$ cat src/include/fetch_defs.svh
`ifndef FETCH_DEFS_SVH
`define FETCH_DEFS_SVH

////////////////////
// line and beat sizes

`define FETCH_LINE_BITS 128 // one cache line
`define FETCH_BEAT_BITS 32  // one memory beat
`define FETCH_BEATS     4   // beats per line

////////////////////
// array sizes

`define FETCH_SETS        16 // lines per bank
`define FETCH_TLB_ENTRIES 8
`define FETCH_VP_BITS     20 // virtual page number

`endif
$ cat src/verilog/fetch_pkg.sv
`default_nettype none

`include "fetch_defs.svh"

package fetch_pkg;

    // virtual line address, addr[31:4]
    typedef logic [27:0] line_addr_t;

    // physical line: {frame[2:0], va[11:4]}
    // bit 0 bank, [4:1] set, [10:5] tag
    typedef logic [10:0] pline_addr_t;

    typedef logic [`FETCH_LINE_BITS-1:0] cache_line_t;

    // refill sequencing
    typedef enum logic [1:0] {
        FILL_IDLE,
        FILL_REQ,   // memory request up, collecting beats
        FILL_WRITE  // line complete, write strobe out
    } fill_state_t;

endpackage

`default_nettype wire

$ cat src/verilog/icache_bank.sv
`timescale 1ns/1ps
`default_nettype none

`include "fetch_defs.svh"

module icache_bank (
    input  wire                         clk,
    input  wire                         rst_i,
    input  wire fetch_pkg::pline_addr_t pline_i,
    input  wire                         lookup_i,   // tlb hit, no fault
    output fetch_pkg::cache_line_t      line_o,
    output logic                        miss_o,
    input  wire                         wr_i,
    input  wire fetch_pkg::pline_addr_t wr_pline_i,
    input  wire fetch_pkg::cache_line_t wr_line_i
);

    localparam int SETS  = `FETCH_SETS;
    localparam int IDX_W = $clog2(SETS);
    localparam int TAG_W = $bits(fetch_pkg::pline_addr_t) - IDX_W - 1; // bit 0 is the bank

    logic [SETS-1:0]        valid_q;
    logic [TAG_W-1:0]       tag_q  [SETS];
    fetch_pkg::cache_line_t data_q [SETS];

    logic [IDX_W-1:0] rd_idx;
    logic [TAG_W-1:0] rd_tag;
    logic [IDX_W-1:0] wr_idx;
    logic [TAG_W-1:0] wr_tag;

    assign rd_idx = pline_i[IDX_W:1];
    assign rd_tag = pline_i[IDX_W+TAG_W:IDX_W+1];
    assign wr_idx = wr_pline_i[IDX_W:1];
    assign wr_tag = wr_pline_i[IDX_W+TAG_W:IDX_W+1];

    ////////////////////
    // read side

    assign line_o = data_q[rd_idx];
    assign miss_o = lookup_i && (!valid_q[rd_idx] || (tag_q[rd_idx] != rd_tag));

    ////////////////////
    // fill port

    always_ff @(posedge clk) begin
        if (rst_i) begin
            valid_q <= '0; // all sets empty
        end else if (wr_i) begin
            valid_q[wr_idx] <= 1'b1;
        end
    end

    always_ff @(posedge clk) begin
        if (wr_i) begin
            tag_q[wr_idx]  <= wr_tag;
            data_q[wr_idx] <= wr_line_i;
        end
    end

endmodule

`default_nettype wire

$ cat config.mk
export PLATFORM = sky130hd
export DESIGN_NAME = icache_bank
export DESIGN_NICKNAME = d
export VERILOG_FILES = /design/src/verilog/fetch_pkg.sv /design/src/verilog/icache_bank.sv
export VERILOG_INCLUDE_DIRS = /design/src /design/src/include
export SDC_FILE = /design/constraint.sdc
export NUM_CORES = 2
export LEC_CHECK = 0
export ABC_CLOCK_PERIOD_IN_PS = 13500
export BUFFER_PORTS_ARGS = -buffer_cell sky130_fd_sc_hd__buf_4
export CORE_UTILIZATION = 55
export CTS_CLUSTER_DIAMETER = 200
export DETAILED_ROUTE_END_ITERATION = 8
export PLACE_DENSITY = 0.75
export SYNTH_ARGS = -nofsm -noshare
export SYNTH_HDL_FRONTEND = slang
export SYNTH_SLANG_ARGS = --single-unit
$ cat constraint.sdc
create_clock -name clk -period 13.5 [get_ports clk]
set_input_delay 2.7 -clock clk [delete_from_list [all_inputs] [get_ports clk]]
set_output_delay 2.7 -clock clk [all_outputs]
set_load 0.03 [all_outputs]
==> flow_metrics.py <==
metrics = {
    "outcome": {
        "status": "finished, final reports clean",
    },
    "layout": {
        "layout_common_cells": "edfxtp_1, mux4_2, buf_4",
        "drive_gt1_share_pct": 34.5,
        "final_nets": 3721,
        "syn2layout_area_growth_pct": 13.7,
        "final_common_cell": "edfxtp_1",
        "fill_cells": 9390,
        "fin_cells": 5661,
    },
    "grt": {
        "overflow": 0,
        "busiest_layer": "met2",
        "met2_usage_pct": 39.3,
        "grt_pass1_vias": 37445,
        "grt_max_degree": 137,
        "grt_use_met1_pct": 33.6,
        "grt_usage_pct": 24.3,
        "antenna_found_initial": 29,
        "grtUsageMet3_pct": 6.01,
        "grt_pass1_wl_um": 257000,
    },
    "worst_setup_path": {
        "rr_worst_depth": 2,
        "crit_slowest_cell": "buf_4",
        "path_buf_inv": 4,
        "crit_family": "buffers and inverters",
        "regToRegStartpoint": "valid_q[1]",
        "critical_path_class": "in2out",
        "worstPathMaxFanout": 119,
        "rrSetupSlack_ns": 12.90,
        "cp-end-kind": "output port",
        "r2r_end": "valid_q[1]",
        "worstPathCellList": "buf_8, buf_12, buf_4, mux4_2, mux4_2, buf_4",
        "crit_required_ns": 10.80,
        "cp_data_arrival_time_ns": 6.17,
        "critPathMaxStageDelay_ns": 0.78,
        "cp-start-kind": "input port",
    },
    "placement": {
        "place_ws_ns": 4.67,
        "placed_cells": 5276,
        "dp_hpwl_um": 84900,
        "gp_congestion": 0.722,
        "port_buffers": 280,
    },
    "clocking": {
        "clkLatencyLatePin_ns": 0.82,
        "cts_hold_buf": 0,
        "htree_levels": 4,
        "cts_setup_buffers": 0,
        "cts.path.max_buffers": 3,
        "cts_sinks": 2160,
        "cts_root_buf": "clkbuf_16",
        "tritoncts": "built",
        "clk_pin_slew_ns": 0.06,
        "post_cts_resized": 0,
        "cts_buffers": 206,
    },
    "sta": {
        "finalCritPeriodShare_pct": 65.7,
        "tns_ns": 0,
        "finalSetupViolCount": 0,
        "fin_skew_ns": 0,
        "fin_crit_ns": 8.87,
        "worst_pin_slew_ns": 1.12,
        "finalHoldViolations": 0,
        "setup_slack_ns": 4.63,
        "rsz0062_at_grt": "no",
        "hold_slack_ns": 0.475,
        "max_clock_freq_ghz": 0.113,
        "slew_headroom_pct": 25.4,
        "final-max-slew-violation-count": 0,
    },
    "power": {
        "seqPwrFrac_pct": 54.0,
        "clkPwrFrac_pct": 40.1,
        "power_w": 0.0140,
        "p_sw_share_pct": 21.2,
        "vdd_ir_drop_max_v": 0.000113,
        "powerDensity_mw_per_mm2": 151,
        "power.leakage_nw": 29.1,
        "pwr-share-comb_pct": 5.9,
        "power.switching_w": 0.00296,
        "p_int_w": 0.0110,
    },
    "drt": {
        "routed_wl_um": 180000,
        "antenna_left": 0,
        "num_vias": 35934,
        "dr.pass1.iters": 5,
        "drt-wirelength-per-cell_um": 31.7,
        "route.detailed.vias_per_inst": 6.35,
        "route.detailed.drc": 0,
        "drtIter0Drc": 3847,
    },
    "synthesis": {
        "netlist_area_mm2": 0.0812,
        "yosysSeqAreaShare_pct": 79.6,
        "synth_top_area_share_pct": 79.3,
        "synth_edf_count": 2144,
        "synth_area_leader_cell": "edfxtp_1",
        "yosysUniqueCellTypes": 39,
        "ys_seq_elements": 2160,
        "ys.flop_type": "edfxtp_1",
        "ys_warn_count": 0,
        "synth_area_leaders": "edfxtp_1, mux4_2, buf_2",
        "postSynthAreaPerCell_um2": 25.6,
        "synthArstFlopShare_pct": 0,
        "syn_nets": 3323,
        "syn_inst": 3169,
    },
    "hold_path": {
        "holdPathEnd": "valid_q[11]",
        "hold_path_depth": 2,
        "hold_start": "valid_q[11]",
        "hp-class": "reg2reg",
    },
    "floorplanning": {
        "die_y_um": 386,
        "fp-row-count": 140,
        "chipWidth_um": 386,
        "die-area_mm2": 0.149,
        "initial_core_util_pct": 55.6,
        "core_mm2": 0.146,
        "io_pins": 283,
    },
    "flow_run": {
        "maxCapViolCount": 0,
    },
}
-- power groups by stage --
stage / combinational (W) / sequential [W] / clock (W)
final: 0.000824 / 0.00754 / 0.00560
after global routing: 0.000873 / 0.00755 / 0.00594
after CTS: 0.000837 / 0.00754 / 0.00569
after detailed placement: 0.000832 / 0.00768 / 0
after global placement: 0.000817 / 0.00767 / 0
after floorplan: 0.000501 / 0.00769 / 0
-- worst min-delay path: stages, from the launching register on --
cell	delay, ns
dfxtp_1	0.33
nor2_1	0.05
nor2_1	0.07
-- area by class of cell --
cell class	instances	area, um2	share of cell area [%]
antenna	10	25.0	0.0271
clock buffer	263	5450	5.91
clock inverter	112	1100	1.19
inverter	3	11.3	0.0122
multi-input combinational	844	15900	17.2
sequential	2160	64700	70.1
tap	1917	2400	2.60
timing repair buffer	352	2790	3.02
-- cells by family (layout without fill, tap and decap cells) --
family,Yosys count,count (layout),share of synthesized area [%]
DFF,2160,2160,79.6
muxes,678,678,18.2
buffers and inverters,165,730,0.969
and+or+nand+nor,98,98,0.568
AOI/OAI and AO/OA,60,60,0.482
xor gates and xnor gates,8,8,0.0863
other,0,10,0
-- cells in the mapped netlist, types with 2 or more instances --
library cell and n:
buf_2 68, mux2_2 3, and2_1 16, nand2_1 14, mux2i_1 33, buf_6 6, a31oi_1 5, a211oi_1 22
nand2b_1 4, dfxtp_1 16, mux4_2 642, edfxtp_1 2144, nor2_1 45, a21oi_1 19, buf_1 8, o22ai_1 2
inv_1 3, buf_4 9, nand3_1 3, nor3_1 4, xor2_1 2, nor2b_1 6, nand3b_1 2, xnor2_1 6
o21ai_0 4, clkbuf_1 70
-- per-layer routing --
metal | share of wire [%] | up-vias
met3 | 8.3 | 274
met5 | 0.14 | -
met4 | 2.0 | 40
li1 | - | 14627
met1 | 40 | 19504
met2 | 50 | 1489
-- worst max path at each step --
stage                  start      endpoint  slack (ns)  cells after the start
5_1_grt           pline_i[1]    line_o[17]        4.38                      8
3_5_place_dp      pline_i[2]    line_o[93]        4.67                      6
6_report          pline_i[2]   line_o[116]        4.63                      6
4_1_cts           pline_i[1]    line_o[17]        4.61                      8
2_1_floorplan  wr_pline_i[2]  data_q[0][0]        0.40                      2
3_3_place_gp      pline_i[2]    line_o[93]        4.64                      6
-- through the flow --
stage,utilization (%),instance area (um2)
after floorplan,-,81200
after global placement,58.7,85800
after detailed placement,58.7,85800
after CTS,63.2,92300
after global routing,63.2,92300
final,63.2,92300
-- registers in the layout (all words and copies together) (netlist names) --
signal	cells
data_q	2048
tag_q	96
valid_q	16
Note: power is estimated with default switching activity, not from simulation.
