## src/include/fetch_defs.svh

```systemverilog
`ifndef FETCH_DEFS_SVH
`define FETCH_DEFS_SVH

////////////////////
// line and beat sizes

`define FETCH_LINE_BITS 128 // one cache line
`define FETCH_BEAT_BITS 32  // one memory beat
`define FETCH_BEATS     4   // beats per line

////////////////////
// array sizes

`define FETCH_SETS        16 // lines per bank
`define FETCH_TLB_ENTRIES 8
`define FETCH_VP_BITS     20 // virtual page number

`endif
```

## src/verilog/fetch_pkg.sv

```systemverilog
`default_nettype none

`include "fetch_defs.svh"

package fetch_pkg;

    // virtual line address, addr[31:4]
    typedef logic [27:0] line_addr_t;

    // physical line: {frame[2:0], va[11:4]}
    // bit 0 bank, [4:1] set, [10:5] tag
    typedef logic [10:0] pline_addr_t;

    typedef logic [`FETCH_LINE_BITS-1:0] cache_line_t;

    // refill sequencing
    typedef enum logic [1:0] {
        FILL_IDLE,
        FILL_REQ,   // memory request up, collecting beats
        FILL_WRITE  // line complete, write strobe out
    } fill_state_t;

endpackage

`default_nettype wire

```

## src/verilog/fill_ctrl.sv

```systemverilog
`timescale 1ns/1ps
`default_nettype none

`include "fetch_defs.svh"

module fill_ctrl (
    input  wire                           clk,
    input  wire                           rst_i,
    input  wire                           miss_e_i,
    input  wire                           miss_o_i,
    input  wire fetch_pkg::pline_addr_t   pline_e_i,
    input  wire fetch_pkg::pline_addr_t   pline_o_i,
    input  wire                           mem_beat_i,
    input  wire [`FETCH_BEAT_BITS-1:0]    mem_data_i,
    input  wire                           last_beat_i,
    output logic                          cnt_clr_o,
    output logic                          mem_req_o,
    output fetch_pkg::pline_addr_t        mem_addr_o,
    output logic                          wr_e_o,
    output logic                          wr_o_o,
    output fetch_pkg::pline_addr_t        wr_pline_o,
    output fetch_pkg::cache_line_t        wr_line_o
);

    localparam int LINE_W = `FETCH_LINE_BITS;
    localparam int BEAT_W = `FETCH_BEAT_BITS;

    fetch_pkg::fill_state_t state_q;
    fetch_pkg::pline_addr_t addr_q;
    fetch_pkg::cache_line_t line_q;
    logic                   odd_q;   // bank being filled
    logic                   start;

    assign start = (state_q == fetch_pkg::FILL_IDLE) && (miss_e_i || miss_o_i);

    ////////////////////
    // state machine

    always_ff @(posedge clk) begin
        if (rst_i) begin
            state_q <= fetch_pkg::FILL_IDLE;
        end else begin
            unique case (state_q)
                fetch_pkg::FILL_IDLE: begin
                    if (start) begin
                        state_q <= fetch_pkg::FILL_REQ;
                    end
                end
                fetch_pkg::FILL_REQ: begin
                    if (last_beat_i) begin
                        state_q <= fetch_pkg::FILL_WRITE;
                    end
                end
                fetch_pkg::FILL_WRITE: begin
                    state_q <= fetch_pkg::FILL_IDLE; // miss drops once the line lands
                end
                default: begin
                    state_q <= fetch_pkg::FILL_IDLE;
                end
            endcase
        end
    end

    ////////////////////
    // address latch and beat assembly

    always_ff @(posedge clk) begin
        if (start) begin
            odd_q  <= ~miss_e_i;                       // even wins a tie
            addr_q <= miss_e_i ? pline_e_i : pline_o_i;
        end
        if ((state_q == fetch_pkg::FILL_REQ) && mem_beat_i) begin
            // shift in from the top, beat 0 ends up in bits 31:0
            line_q <= {mem_data_i, line_q[LINE_W-1:BEAT_W]};
        end
    end

    assign cnt_clr_o  = start;
    assign mem_req_o  = (state_q == fetch_pkg::FILL_REQ);
    assign mem_addr_o = addr_q;

    assign wr_e_o     = (state_q == fetch_pkg::FILL_WRITE) && !odd_q;
    assign wr_o_o     = (state_q == fetch_pkg::FILL_WRITE) && odd_q;
    assign wr_pline_o = addr_q;
    assign wr_line_o  = line_q;

endmodule

`default_nettype wire

```

## config.mk

```make
export PLATFORM = sky130hd
export DESIGN_NAME = fill_ctrl
export DESIGN_NICKNAME = d
export VERILOG_FILES = /design/src/verilog/fetch_pkg.sv /design/src/verilog/fill_ctrl.sv
export VERILOG_INCLUDE_DIRS = /design/src /design/src/include
export SDC_FILE = /design/constraint.sdc
export NUM_CORES = 1
export LEC_CHECK = 0
export ABC_AREA = 1
export ABC_CLOCK_PERIOD_IN_PS = 17300
export BUFFER_PORTS_ARGS = -buffer_cell sky130_fd_sc_hd__buf_2
export CORE_MARGIN = 3
export CORE_UTILIZATION = 49
export DETAILED_ROUTE_END_ITERATION = 8
export GPL_TIMING_DRIVEN = 1
export MAX_ROUTING_LAYER = met4
export PLACE_DENSITY = 0.95
export SLEW_MARGIN = 20
export SYNTH_ARGS = -nofsm -noshare
export SYNTH_HDL_FRONTEND = slang
export SYNTH_SLANG_ARGS = --single-unit
```

## constraint.sdc

```tcl
create_clock -name clk -period 17.3 [get_ports clk]
set_input_delay 3.46 -clock clk [delete_from_list [all_inputs] [get_ports clk]]
set_output_delay 3.46 -clock clk [all_outputs]
set_load 0.03 [all_outputs]
```

==> run_results.csv <==
group,metric,value,unit
floorplan,start_util,51.37,%
setup_path,critPathSlowestCell,"inv_1",
setup_path,cp-start-kind,"input port",
place,dpl-instance-area,5668,um2
power_and_ir_drop,finalPower,814.2,uW
drt,route.detailed.drc,0,
power_and_ir_drop,p_seq_share,49.8,%
drt,dr_total_vias,2549,
layout,final_cell_mix,"213 x buf_2, 140 x edfxtp_1, 36 x nand2_1, 16 x clkbuf_16, 7 x inv_6",
yosys,ys_seq_area_share,93.37,%
yosys,ys_types,12,
floorplan,fp.coreArea,8848,um2
drt,wl_per_cell,16.91,um
power_and_ir_drop,p_comb_share,9.2,%
cts,cts_setup_buffers,0,
layout,final_area,6235,um2
sta,period_share,46.64,%
place,gp_congestion,0.8002,
floorplan,die_area,10470,um2
cts,clock-sinks,142,
setup_path,reg2reg_depth,5,
power_and_ir_drop,clkPwrFrac,41.0,%
yosys,synth_cells,205,
sta,setup_viol,0,
power_and_ir_drop,swShare,24.87,%
power_and_ir_drop,vdd_drop_max,0.00007203,V
setup_path,cp-startpoint,"miss_e_i",
yosys,ys_ff_latch,142,
global_routing,overflow,0,
layout,area_delta_synth_final,37.16,%
hold_path,hold_class,"flip-flop to flip-flop",
drt,vias_per_cell,4.651,
sta,fin_setup_tns,0,ns
yosys,ys_warn_count,0,
setup_path,cpPeakStageDelay,0.37,ns
hold_path,hold_end,"wr_line_o[57]",
yosys,syn_area,4546,um2
drt,final_antenna_net_count,0,
sta,rsz0062_at_grt,"no",
cts,numCtsBuffers,17,
sta,hold_violations,0,
sta,post-route-min-period,8.068,ns
setup_path,crit_chain,"buf_2, inv_2, nand2_1, nand2_1, inv_1, buf_2",
global_routing,grt_use_total,17.96,%
floorplan,dieHeight,102.3,um
cts,cts-htree-levels,4,
setup_path,rr_endpoint,"wr_line_o[117]",
setup_path,cp-end-kind,"output port",
power_and_ir_drop,p_switching,202.5,uW
sta,finClkSkew,0.008210,ns
setup_path,critPathKind,"input port to output port",
status,status,"finished clean",
place,dp_hpwl,7072,um
power_and_ir_drop,p_per_area,130.6,nW/um2
floorplan,num_rows,34,
floorplan,pin_count,214,
power_and_ir_drop,leakage,0.002582,uW
hold_path,min_path_cells,0,
global_routing,grt_max_degree,72,
drt,drtIter0Drc,127,
floorplan,die_x,102.3,um
cts,cts_root_buffer,"clkbuf_8",
setup_path,cp_max_fo,13,
cts,clock_latency,0.49,ns
global_routing,grt_pass1_wl,13080,um
layout,final_common_cell,"buf_2",
yosys,synth_area_per_cell,22.17,um2
drt,drtPass1Iterations,5,
cts,hold_buffers,0,
place,io_buffers,213,
sta,finalMaxSlewViolations,0,
sta,tightest_slew,0.8519,ns
setup_path,regToRegStartpoint,"state_q[1]",
drt,finalWirelength,9266,um
layout,final_nets,486,
power_and_ir_drop,p_int,611.7,uW
layout,final_core_util,70.46,%
cts,cts_buffer_depth,2,
cts,tritoncts,"done",
setup_path,cp.required,13.84,ns
cts,cts.clk_slew.worst_paths,0.06,ns
setup_path,arrival,4.61,ns
yosys,synthesis.nets,265,
layout,stdcell_count,548,
flow_run,cap_violations,0,
cts,ctsResizeCount,0,
sta,fmax,123.9,MHz
hold_path,worstHoldStart,"wr_line_o[89]",
layout,layout-drive-gt1-share,56.95,%
sta,max_slew_margin,43.21,%
global_routing,grt_pass1_vias,2492,
global_routing,antenna_found_initial,0,
setup_path,worst-r2r-setup-slack,14.88,ns
place,dp.cells,515,
==> through the flow <==
step,hold slack [ns],setup WS [ns]
global placement,0.4248,9.336
finish,0.4410,9.232
detailed placement,0.4288,9.232
global route,0.4446,9.112
CTS,0.4421,9.226
floorplan,0.5031,7.913
==> cell usage after synthesis <==
master    count  area share [%]
dfxtp_1       2            0.88
buf_6         1            0.25
nor3_1        2            0.22
nand2_1      36             3.0
inv_1         6            0.50
buf_4        12             2.0
a21oi_2       1            0.19
inv_2         1           0.082
nor3b_1       1            0.17
edfxtp_1    140              92
nor2_1        2            0.17
nand3_1       1            0.11
==> power by group through the flow <==
stage | sequential, uW | clock [uW] | combinational [uW]
global route | 408 | 356 | 79.1
detailed placement | 413 | 0 | 75.6
floorplan | 445 | 0 | 20.9
global placement | 412 | 0 | 74.0
CTS | 406 | 341 | 75.7
finish | 406 | 334 | 75.0
==> kinds of logic (layout without fill, tap and decap cells) <==
kind of cell | Yosys count | after routing | share of synthesized area, %
buffers and inverters | 20 | 254 | 2.808
DFF | 142 | 142 | 93.37
and+or+nand+nor | 42 | 42 | 3.633
AOI/OAI and AO/OA | 1 | 1 | 0.1927
other | 0 | 1 | 0
==> sequential cells by signal, indices dropped and copies added (netlist names) <==
| signal | cells |
|---|---|
| odd_q | 1 |
| wr_line_o | 128 |
| mem_addr_o | 11 |
| state_q | 2 |
==> layer usage <==
layer  global-route usage (%)  up-vias  share of wire [%]
met5                        -        -                  0
met2                    30.38      118                 56
met4                    7.265        0                2.2
met1                    19.32     1207                 35
li1                         -     1208                  -
met3                    6.280       16                6.1
==> worst max-delay path: cells and delay by family <==
kind                   cells  cell delay [ns]
buffers and inverters      4             0.99
AND/OR/NAND/NOR            2             0.15
==> worst max-delay path by stage <==
stage / end / cells after the start
detailed placement: cnt_clr_o / 6
global placement: cnt_clr_o / 6
global route: cnt_clr_o / 6
CTS: cnt_clr_o / 6
finish: cnt_clr_o / 6
floorplan: wr_line_o[0] / 2
==> final cells by class <==
type | count | area [um2]
Antenna cell | 1 | 2.502
Clock buffer | 17 | 414.1
Clock inverter | 15 | 150.1
Fill cell | 569 | 2614
Inverter | 7 | 26.28
Multi-Input combinational cell | 43 | 181.4
Sequential cell | 142 | 4244
Tap cell | 108 | 135.1
Timing Repair Buffer | 215 | 1081
No activity file was read; power rests on OpenSTA's default activity.
