File: config.mk
export PLATFORM = sky130hd
export DESIGN_NAME = itlb
export DESIGN_NICKNAME = d
export VERILOG_FILES = /design/src/verilog/fetch_pkg.sv /design/src/verilog/itlb.sv
export VERILOG_INCLUDE_DIRS = /design/src /design/src/include
export SDC_FILE = /design/constraint.sdc
export NUM_CORES = 1
export LEC_CHECK = 0
export BUFFER_PORTS_ARGS = -buffer_cell sky130_fd_sc_hd__buf_2
export CAP_MARGIN = 20
export CORE_AREA = 2 2 148 150
export DETAILED_ROUTE_END_ITERATION = 16
export DIE_AREA = 0 0 150 152
export SLEW_MARGIN = 15
export SYNTH_ARGS = -nofsm -noshare
export SYNTH_HDL_FRONTEND = slang
export SYNTH_SLANG_ARGS = --single-unit
File: constraint.sdc
create_clock -name vclk -period 2.1
set_input_delay 0.315 -clock vclk [all_inputs]
set_output_delay 0.315 -clock vclk [all_outputs]
set_load 0.05 [all_outputs]
File: src/include/fetch_defs.svh
`ifndef FETCH_DEFS_SVH
`define FETCH_DEFS_SVH

////////////////////
// line and beat sizes

`define FETCH_LINE_BITS 128 // one cache line
`define FETCH_BEAT_BITS 32  // one memory beat
`define FETCH_BEATS     4   // beats per line

////////////////////
// array sizes

`define FETCH_SETS        16 // lines per bank
`define FETCH_TLB_ENTRIES 8
`define FETCH_VP_BITS     20 // virtual page number

`endif
File: src/verilog/fetch_pkg.sv
`default_nettype none

`include "fetch_defs.svh"

package fetch_pkg;

    // virtual line address, addr[31:4]
    typedef logic [27:0] line_addr_t;

    // physical line: {frame[2:0], va[11:4]}
    // bit 0 bank, [4:1] set, [10:5] tag
    typedef logic [10:0] pline_addr_t;

    typedef logic [`FETCH_LINE_BITS-1:0] cache_line_t;

    // refill sequencing
    typedef enum logic [1:0] {
        FILL_IDLE,
        FILL_REQ,   // memory request up, collecting beats
        FILL_WRITE  // line complete, write strobe out
    } fill_state_t;

endpackage

`default_nettype wire

File: src/verilog/itlb.sv
`timescale 1ns/1ps
`default_nettype none

`include "fetch_defs.svh"

module itlb (
    input  wire fetch_pkg::line_addr_t                          va_line_i,
    input  wire [`FETCH_TLB_ENTRIES*`FETCH_VP_BITS-1:0]         tlb_vp_i,
    input  wire [`FETCH_TLB_ENTRIES*`FETCH_VP_BITS-1:0]         tlb_pf_i,
    input  wire [`FETCH_TLB_ENTRIES-1:0]                        tlb_valid_i,
    input  wire [`FETCH_TLB_ENTRIES-1:0]                        tlb_present_i,
    input  wire [`FETCH_TLB_ENTRIES-1:0]                        tlb_pcd_i,
    output fetch_pkg::pline_addr_t                              pline_o,
    output logic                                                miss_o,
    output logic                                                fault_o
);

    localparam int N     = `FETCH_TLB_ENTRIES;
    localparam int VPW   = `FETCH_VP_BITS;
    localparam int LW    = $bits(fetch_pkg::line_addr_t);
    localparam int OFF_W = LW - VPW;                          // line bits inside a page
    localparam int PF_W  = $bits(fetch_pkg::pline_addr_t) - OFF_W;

    logic [N-1:0]    match;
    logic [PF_W-1:0] frame;

    // one compare per entry
    always_comb begin
        for (int i = 0; i < N; i++) begin
            match[i] = tlb_valid_i[i] && tlb_present_i[i] &&
                       (tlb_vp_i[i*VPW +: VPW] == va_line_i[LW-1:OFF_W]);
        end
    end

    // and-or pick, match is one-hot on a sane table
    always_comb begin
        frame = '0;
        for (int i = 0; i < N; i++) begin
            frame = frame | ({PF_W{match[i]}} & tlb_pf_i[i*VPW +: PF_W]);
        end
    end

    assign pline_o = {frame, va_line_i[OFF_W-1:0]};
    assign miss_o  = ~|match;
    assign fault_o = |(match & tlb_pcd_i); // uncached page, no fetch from it

endmodule

`default_nettype wire

==> flow_summary.json, run 1 <==
{
  "totalWireLength_mm": 17.7,
  "synth.avg_cell_area_um2": 7.54,
  "design.seq.count": 0,
  "place_area_um2": 4340,
  "rows": 54,
  "clkPwrFrac_pct": 0,
  "min_from": "va_line_i[4]",
  "hold_depth": 0,
  "min_to": "pline_o[4]",
  "grt_max_degree": 9,
  "synth_cell_types": 20,
  "seq_power_share_pct": 0,
  "gp_congestion": 0.841,
  "drc": 0,
  "synth_fa_ha_area_share_pct": 0,
  "antenna_found_initial": 7,
  "critical_path_class": "in2out",
  "regArea_um2": 0,
  "fin_crit_ns": 2.35,
  "worst-path-buf-inv": 4,
  "die_h_um": 152,
  "initial_core_util_pct": 10.9,
  "routedWlPerCell_um": 19.9,
  "cp-end-kind": "output port",
  "maxSlewHeadroom_pct": 79.1,
  "antenna_left": 0,
  "worst_pin_slew_ns": 0.311,
  "crit_family": "simple AND/OR/NAND/NOR gates",
  "synth.yosys.seq_area_share_pct": 0,
  "synth.cell_area_um2": 2340,
  "crit_path_cell_trace": "buf_8 > buf_12 > xnor2_1 > nand3_1 > or4_4 > buf_6 > o32a_1 > o221ai_2 > nor3_4 > buf_6",
  "critPathMostFrequentCell": "buf_6",
  "synth_nets": 682,
  "setup_viol": 5,
  "cpPeakStageDelay_ns": 0.54,
  "postLayoutCoreUtil_pct": 24.2,
  "vias_per_cell": 3.92,
  "p_total_mw": 0.951,
  "grt_use_total_pct": 14.4,
  "yosysWarnings": 0,
  "violations": "setup timing",
  "synthXorXnorAreaFrac_pct": 60.6,
  "die_x_um": 150,
  "nets": 975,
  "required_ns": 1.78,
  "drive_gt1_share_pct": 65.9,
  "syn_to_final_growth_pct": 121,
  "multi_input_area_um2": 2610,
  "max_freq_mhz": 425,
  "hold_path.class": "in2out",
  "overflow": 0,
  "vdd.ir_drop.worst_uv": 88.1,
  "synth_top_family_by_area": "XOR/XNOR gates",
  "cp_slowest_cell": "or4_4",
  "cp_max_fo": 5,
  "ioPinCount": 385,
  "io_buffers": 233,
  "fin_crit_sh_pct": 112,
  "power_density_nw_per_um2": 184,
  "core-area_um2": 21400,
  "cap_violations": 0,
  "p_leak_nw": 2.16,
  "dp_hpwl_mm": 15.6,
  "hold_viol": 0,
  "start_kind": "input port",
  "rsz0062_at_grt": "yes",
  "synth_mux_area_share_pct": 0,
  "synthCells": 310,
  "fill_cells": 2345,
  "grt_pass1_wl_mm": 23.5,
  "vias": 3476,
  "p_comb_share_pct": 100.0,
  "fp.dieArea_um2": 22800,
  "power.switching_mw": 0.418,
  "slew_violations": 0,
  "outcome": "finished, violations left",
  "finalWorstSetupSlack_ns": -0.250,
  "stdcell_area_um2": 5160,
  "first_iter_violations": 87,
  "synth-compound-area-share_pct": 6.10,
  "first_global_vias": 3732,
  "switching_share_pct": 44.0,
  "dr.pass1.iters": 4,
  "synthSimpleGateAreaFrac_pct": 23.8,
  "power.internal_mw": 0.533,
  "clock_buffers": 0,
  "arrival_ns": 2.04
}
cells in the mapped netlist:
cell type | number | area [µm²]
xnor2_1 | 111 | 972
xor2_1 | 47 | 412
nand3_1 | 31 | 155
nand4_1 | 22 | 138
nand2_1 | 20 | 75.1
buf_4 | 16 | 120
o22ai_1 | 16 | 100
nor4_1 | 11 | 68.8
or4_1 | 9 | 67.6
buf_2 | 6 | 30.0
buf_6 | 6 | 67.6
nor2_1 | 4 | 15.0
o32ai_1 | 2 | 17.5
or4_4 | 2 | 22.5
xnor2_2 | 2 | 32.5
inv_1 | 1 | 3.75
nor3_1 | 1 | 5.00
nor3_2 | 1 | 10.0
o221ai_2 | 1 | 15.0
o32a_1 | 1 | 10.0
per-stage QoR:
| step | hold WS (ns) | setup TNS (ns) | cells | setup WS [ns] |
|---|---|---|---|---|
| floorplan | 0.797 | 0 | 310 | 0.0440 |
| global placement | 0.630 | -2.31 | 869 | -0.527 |
| detailed placement | 0.630 | -2.41 | 869 | -0.546 |
| CTS | 0.630 | -1.41 | 878 | -0.295 |
| global route | 0.630 | -1.51 | 881 | -0.324 |
| finish | 0.630 | -1.17 | 886 | -0.250 |
placed cells by master, fill, tap and decap left out:
cell | synthesis | layout
buf_12 | 0 | 14
buf_2 | 6 | 210
buf_4 | 16 | 63
buf_6 | 6 | 26
buf_8 | 0 | 6
diode_2 | 0 | 5
inv_1 | 1 | 1
nand2_1 | 20 | 14
nand2_2 | 0 | 4
nand2_4 | 0 | 2
nand3_1 | 31 | 27
nand3_2 | 0 | 4
nand4_1 | 22 | 22
nor2_1 | 4 | 1
nor2_2 | 0 | 3
nor3_2 | 1 | 1
nor3_4 | 0 | 1
nor4_1 | 11 | 6
nor4_2 | 0 | 5
o221ai_2 | 1 | 1
o22ai_1 | 16 | 3
o22ai_2 | 0 | 8
o22ai_4 | 0 | 5
o32a_1 | 1 | 1
o32ai_2 | 0 | 1
o32ai_4 | 0 | 1
or4_4 | 2 | 11
xnor2_1 | 111 | 89
xnor2_2 | 2 | 23
xnor2_4 | 0 | 1
xor2_1 | 47 | 41
xor2_2 | 0 | 6
power by group through the flow:
stage / Clock [mW] / Sequential [mW] / Combinational [mW]
final: 0.000000319 / 0 / 0.951
after global routing: 0 / 0 / 1.03
after CTS: 0 / 0 / 0.903
after detailed placement: 0 / 0 / 0.822
after global placement: 0 / 0 / 0.819
after floorplan: 0 / 0 / 0.406
per-layer routing:
metal	GRT usage (%)	vias up	routed length [µm]
li1	-	1655	-
met1	17.5	1590	7380
met2	25.5	204	8390
met4	1.62	4	225
met3	4.26	23	1630
met5	0	-	30
repair_timing:
| item | CTS | global route |
|---|---|---|
| gates resized for setup | 76 | 69 |
| setup buffers | 9 | 3 |
| pin swaps | 22 | 34 |
| hold buffers | 0 | 0 |
| endpoints found under the setup margin | 5 | 5 |
worst max path at each step:
stage,from,to,slack [ns],cells after the start
after floorplan,va_line_i[27],miss_o,0.04,7
after global placement,va_line_i[21],pline_o[9],-0.53,10
after detailed placement,va_line_i[13],miss_o,-0.55,9
after CTS,va_line_i[13],miss_o,-0.30,9
after global routing,va_line_i[11],miss_o,-0.32,9
final,va_line_i[10],miss_o,-0.25,10
final cells by class:
cell class / instances / area share [%]
Antenna cell: 5 / 0.242
Inverter: 1 / 0.0727
Multi-Input combinational cell: 281 / 50.6
Tap cell: 280 / 6.78
Timing Repair Buffer: 319 / 42.3
kinds of logic after synthesis:
logic type,count (synthesis)
compound gates,20
xor+xnor,160
buf+inv,29
simple gates,101
(Power assumes the default switching activity.)
==> run 2, diff against run 1 <==
--- a/config.mk
+++ b/config.mk
@@ -11,6 +11,7 @@
 export CORE_AREA = 2 2 148 150
 export DETAILED_ROUTE_END_ITERATION = 16
 export DIE_AREA = 0 0 150 152
+export SETUP_SLACK_MARGIN = 0.5
 export SLEW_MARGIN = 15
 export SYNTH_ARGS = -nofsm -noshare
 export SYNTH_HDL_FRONTEND = slang
==> run 2 against run 1 <==
The run still ends with setup timing left. Sequential cell count unchanged. Combinational power up 6%. Utilization up 0.35 points. Global-route usage down 0.32 points. Via count down 1.5%. Power up 5.9%. Sequential share of layout area unchanged. Die area unchanged. Worst setup slack worse by 0.0047 ns. Cell count down 1.1%. First-iteration DRC count up 18%. Count of clock-buffer cells in the layout unchanged. Largest power group unchanged.
==> flow_summary.json, run 2 (synthesis results as in run 1) <==
{
  "die_x_um": 150,
  "regArea_um2": 0,
  "crit_path_cell_trace": "buf_12 > buf_12 > buf_4 > xnor2_1 > nand4_1 > or4_4 > buf_4 > o32ai_4 > nor3_4 > buf_6",
  "critical_path_class": "in2out",
  "hold_buffers": 0,
  "min_from": "va_line_i[4]",
  "required_ns": 1.78,
  "vdd.ir_drop.worst_uv": 100,
  "syn_to_final_growth_pct": 124,
  "grt_max_degree": 9,
  "postLayoutCoreUtil_pct": 24.5,
  "totalWireLength_mm": 17.2,
  "start_kind": "input port",
  "setup_viol": 5,
  "final_cell_mix": "207 x buf_2, 89 x xnor2_1, 65 x buf_4",
  "first_iter_violations": 103,
  "drc": 0,
  "p_leak_nw": 2.15,
  "initial_core_util_pct": 10.9,
  "fin_crit_sh_pct": 112,
  "cap_violations": 0,
  "clock_buffers": 0,
  "routedWlPerCell_um": 19.7,
  "hold_path.class": "in2out",
  "core-area_um2": 21400,
  "vias": 3424,
  "power_density_nw_per_um2": 192,
  "fin_setup_tns_ns": -1.14,
  "fill_cells": 2360,
  "fin_crit_ns": 2.36,
  "arrival_ns": 2.04,
  "cp_max_fo": 5,
  "first_global_vias": 3532,
  "hold_depth": 0,
  "ioPinCount": 385,
  "min_to": "pline_o[4]",
  "dp_hpwl_mm": 15.3,
  "outcome": "finished, violations left",
  "finalWorstSetupSlack_ns": -0.255,
  "setup.worst_path.start": "va_line_i[8]",
  "nets": 969,
  "cpPeakStageDelay_ns": 0.58,
  "max_freq_mhz": 425,
  "rsz0062_at_grt": "yes",
  "cp-end-kind": "output port",
  "io_buffers": 233,
  "grt_use_total_pct": 14.1,
  "design.seq.count": 0,
  "worst_pin_slew_ns": 0.301,
  "fp.dieArea_um2": 22800,
  "rows": 54,
  "die_h_um": 152,
  "p_total_mw": 1.01,
  "multi_input_area_um2": 2700,
  "antenna_found_initial": 3,
  "maxSlewHeadroom_pct": 79.8,
  "cp_slowest_cell": "or4_4",
  "overflow": 0,
  "slew_violations": 0,
  "place_ws_ns": -0.691,
  "hold_viol": 0,
  "grt_pass1_wl_mm": 22.9,
  "layout_commonest_cell": "buf_2",
  "drive_gt1_share_pct": 66.4,
  "vias_per_cell": 3.91,
  "violations": "setup timing",
  "antenna_left": 0,
  "gp_congestion": 0.812,
  "dr.pass1.iters": 4
}
[run 2: cell count changes in the layout (fill, tap and decap cells not counted), sizes merged]
cell    previous run  this run
diode              5         1
clkbuf             0         1
buf              319       312
[run 2: worst max-delay path by stage]
stage	cells past startpoint	end	slack, ns
finish	10	miss_o	-0.26
global route	10	miss_o	-0.32
CTS	9	miss_o	-0.27
detailed placement	10	miss_o	-0.69
global placement	10	miss_o	-0.77
floorplan	7	miss_o	0.1
[run 2: cell type report]
cell class | instances | share of cell area [%]
Antenna cell | 1 | 0.0478
Inverter | 1 | 0.0717
Multi-Input combinational cell | 281 | 51.5
Tap cell | 280 | 6.69
Timing Repair Buffer | 313 | 41.7
[run 2: metrics by stage]
step / instances / hold slack (ns) / area [µm²]
3_5_place_dp: 864 / 0.630 / 4470
3_3_place_gp: 864 / 0.630 / 4470
2_1_floorplan: 310 / 0.797 / 2550
4_1_cts: 873 / 0.630 / 4920
5_1_grt: 876 / 0.630 / 5240
6_report: 876 / 0.630 / 5240
[run 2: power by group]
group / switching (mW) / internal [mW]
Clock: 0 / 0.0000000639
Sequential: 0 / 0
Combinational: 0.447 / 0.560
Total: 0.447 / 0.560
[run 2: critical path: cells and delay by family]
family / cells / cell delay (ns)
AND/OR/NAND/NOR: 3 / 0.75
XOR/XNOR: 1 / 0.14
AO/OA/AOI/OAI: 1 / 0.11
buffers and inverters: 5 / 0.71
[run 2: layer usage]
metal,routed length [µm],global-route usage (%)
met5,24,0
met4,345,2.92
met3,1250,1.68
met2,8340,25.3
met1,7250,17.9
[run 2: what timing repair did]
item	in CTS	in global routing
gates resized for setup	72	48
pin swaps	18	31
setup buffers	9	2
setup endpoints to repair	5	5
==> run 3, diff against run 2 <==
--- a/config.mk
+++ b/config.mk
@@ -6,11 +6,12 @@
 export SDC_FILE = /design/constraint.sdc
 export NUM_CORES = 1
 export LEC_CHECK = 0
+export ABC_AREA = 1
 export BUFFER_PORTS_ARGS = -buffer_cell sky130_fd_sc_hd__buf_2
 export CAP_MARGIN = 20
-export CORE_AREA = 2 2 148 150
+export CORE_AREA = 2 2 152 154
 export DETAILED_ROUTE_END_ITERATION = 16
-export DIE_AREA = 0 0 150 152
+export DIE_AREA = 0 0 154 156
 export SETUP_SLACK_MARGIN = 0.5
 export SLEW_MARGIN = 15
 export SYNTH_ARGS = -nofsm -noshare
==> run 3 against run 2 <==
The flow now finishes without violations. Power up 2.1%. Critical path depth up 1. Non-clock buffer count down 10. Cell count up 42%. Sequential share of layout area unchanged. Area after synthesis up 35%. Count of clock-buffer cells in the layout unchanged. Worst setup slack better by 0.38 ns. Sequential cell count unchanged. Combinational power about the same. Critical endpoint is now fault_o.
==> flow_summary.json, run 3 <==
{
  "dr.pass1.iters": 5,
  "synth_nets": 1054,
  "yosys.area.top_type": "nand2_1",
  "hold_buffers": 0,
  "start_kind": "input port",
  "grt_use_total_pct": 17.0,
  "cap_violations": 0,
  "antenna_left": 0,
  "fin_crit_sh_pct": 94.0,
  "routedWlPerCell_um": 17.2,
  "grt_pass1_wl_mm": 30.0,
  "fin_crit_ns": 1.97,
  "p_total_mw": 1.03,
  "finalWorstSetupSlack_ns": 0.127,
  "fp.dieArea_um2": 24000,
  "grt_max_degree": 11,
  "power_density_nw_per_um2": 181,
  "yosysMostFrequentCell": "nand2_1",
  "vias": 5110,
  "ioPinCount": 385,
  "antenna_found_initial": 5,
  "fill_cells": 2595,
  "io_buffers": 233,
  "min_to": "pline_o[0]",
  "synth_top_area_share_pct": 33.3,
  "overflow": 0,
  "core-area_um2": 22400,
  "die_h_um": 156,
  "maxSlewHeadroom_pct": 73.0,
  "syn_to_final_growth_pct": 80.1,
  "synth_common_cells": "280 x nand2_1, 88 x inv_1, 81 x nor2_1",
  "totalWireLength_mm": 21.4,
  "synth_cell_types": 21,
  "hold_viol": 0,
  "cp_max_fo": 5,
  "postLayoutCoreUtil_pct": 25.4,
  "first_global_vias": 4911,
  "design.seq.count": 0,
  "drc": 0,
  "dp_hpwl_mm": 19.2,
  "initial_core_util_pct": 14.1,
  "gp_congestion": 0.864,
  "slew_violations": 0,
  "multi_input_area_um2": 2760,
  "synth.cell_area_um2": 3150,
  "clock_buffers": 0,
  "vias_per_cell": 4.10,
  "required_ns": 1.78,
  "yosysWarnings": 0,
  "critical_path_class": "in2out",
  "first_iter_violations": 316,
  "rows": 55,
  "fin_setup_tns_ns": 0,
  "rsz0062_at_grt": "yes",
  "min_from": "va_line_i[0]",
  "hold_depth": 0,
  "arrival_ns": 1.66,
  "die_x_um": 154,
  "nets": 1331,
  "place_ws_ns": -0.188,
  "hold_slack_ns": 0.630,
  "setup_viol": 0,
  "cp-end-kind": "output port",
  "layout_commonest_cell": "nand2_1",
  "synthCells": 682,
  "outcome": "finished, final reports clean",
  "vdd.ir_drop.worst_uv": 97.3,
  "netlist_top_cells_area": "nand2_1 33%, inv_1 10%, nor2_1 9.6%, nand4_1 6.5%, o21ai_1 6.0%",
  "hold_path.class": "in2out",
  "synth.avg_cell_area_um2": 4.63,
  "final_cell_mix": "259 x nand2_1, 210 x buf_2, 87 x inv_1",
  "drive_gt1_share_pct": 42.1,
  "max_freq_mhz": 507,
  "worst_pin_slew_ns": 0.403,
  "p_leak_nw": 3.20,
  "synth.yosys.seq_area_share_pct": 0,
  "regArea_um2": 0
}
==> run 3: layout make-up <==
class | instances | share of cell area, %
Multi-Input combinational cell | 547 | 48.6
Timing Repair Buffer | 303 | 36.9
Inverter | 107 | 8.08
Tap cell | 285 | 6.28
Antenna cell | 4 | 0.176
==> run 3: worst max path at each step <==
stage	from	end	slack [ns]	cells after the start
2_1_floorplan	va_line_i[18]	fault_o	0.49	9
5_1_grt	va_line_i[24]	pline_o[10]	0.03	12
4_1_cts	va_line_i[9]	pline_o[10]	0.1	12
3_5_place_dp	va_line_i[13]	pline_o[10]	-0.19	15
6_report	va_line_i[16]	fault_o	0.13	11
3_3_place_gp	va_line_i[13]	pline_o[10]	-0.19	15
==> run 3: worst max-delay path: stages <==
cell and delay [ns]:
buf_4 0.15, xor2_1 0.17, nor2_1 0.12, buf_4 0.16, nand2_2 0.07, nor2_4 0.17, nand4_1 0.11, nand2_1 0.11
nor2_2 0.06, nand2_2 0.07, buf_8 0.14
==> run 3: repair_timing <==
action                                  CTS  global route
gates resized for setup                  82            65
setup buffers                             5             3
endpoints found under the setup margin    5             5
gates cloned                              2             0
pin swaps                                64            64
hold endpoints to repair                  0             0
==> run 3: cell families after synthesis <==
kind of cell	share of synthesized area [%]
XOR/XNOR	8.89
AO/OA/AOI/OAI	13.3
AND/OR/NAND/NOR	58.1
buffers and inverters	19.7
==> run 3: metrics by stage <==
stage | area (µm²) | std cells
2_1_floorplan | 3310 | 682
3_3_place_gp | 5090 | 1232
3_5_place_dp | 5090 | 1232
4_1_cts | 5480 | 1239
5_1_grt | 5680 | 1244
6_report | 5680 | 1246
==> run 3: layer usage <==
| layer | GRT usage [%] | share of wire, % |
|---|---|---|
| met4 | 3.07 | 1.9 |
| met5 | 0 | 0.11 |
| met1 | 23.2 | 46 |
| met2 | 28.4 | 45 |
| met3 | 2.81 | 6.9 |
==> run 3: power by group <==
part | internal (mW) | leakage [nW] | switching (mW) | total (mW)
clock network | 0.000000255 | 0.0000254 | 0 | 0.000000255
registers | 0 | 0 | 0 | 0
logic | 0.485 | 3.20 | 0.544 | 1.03
total | 0.485 | 3.20 | 0.544 | 1.03
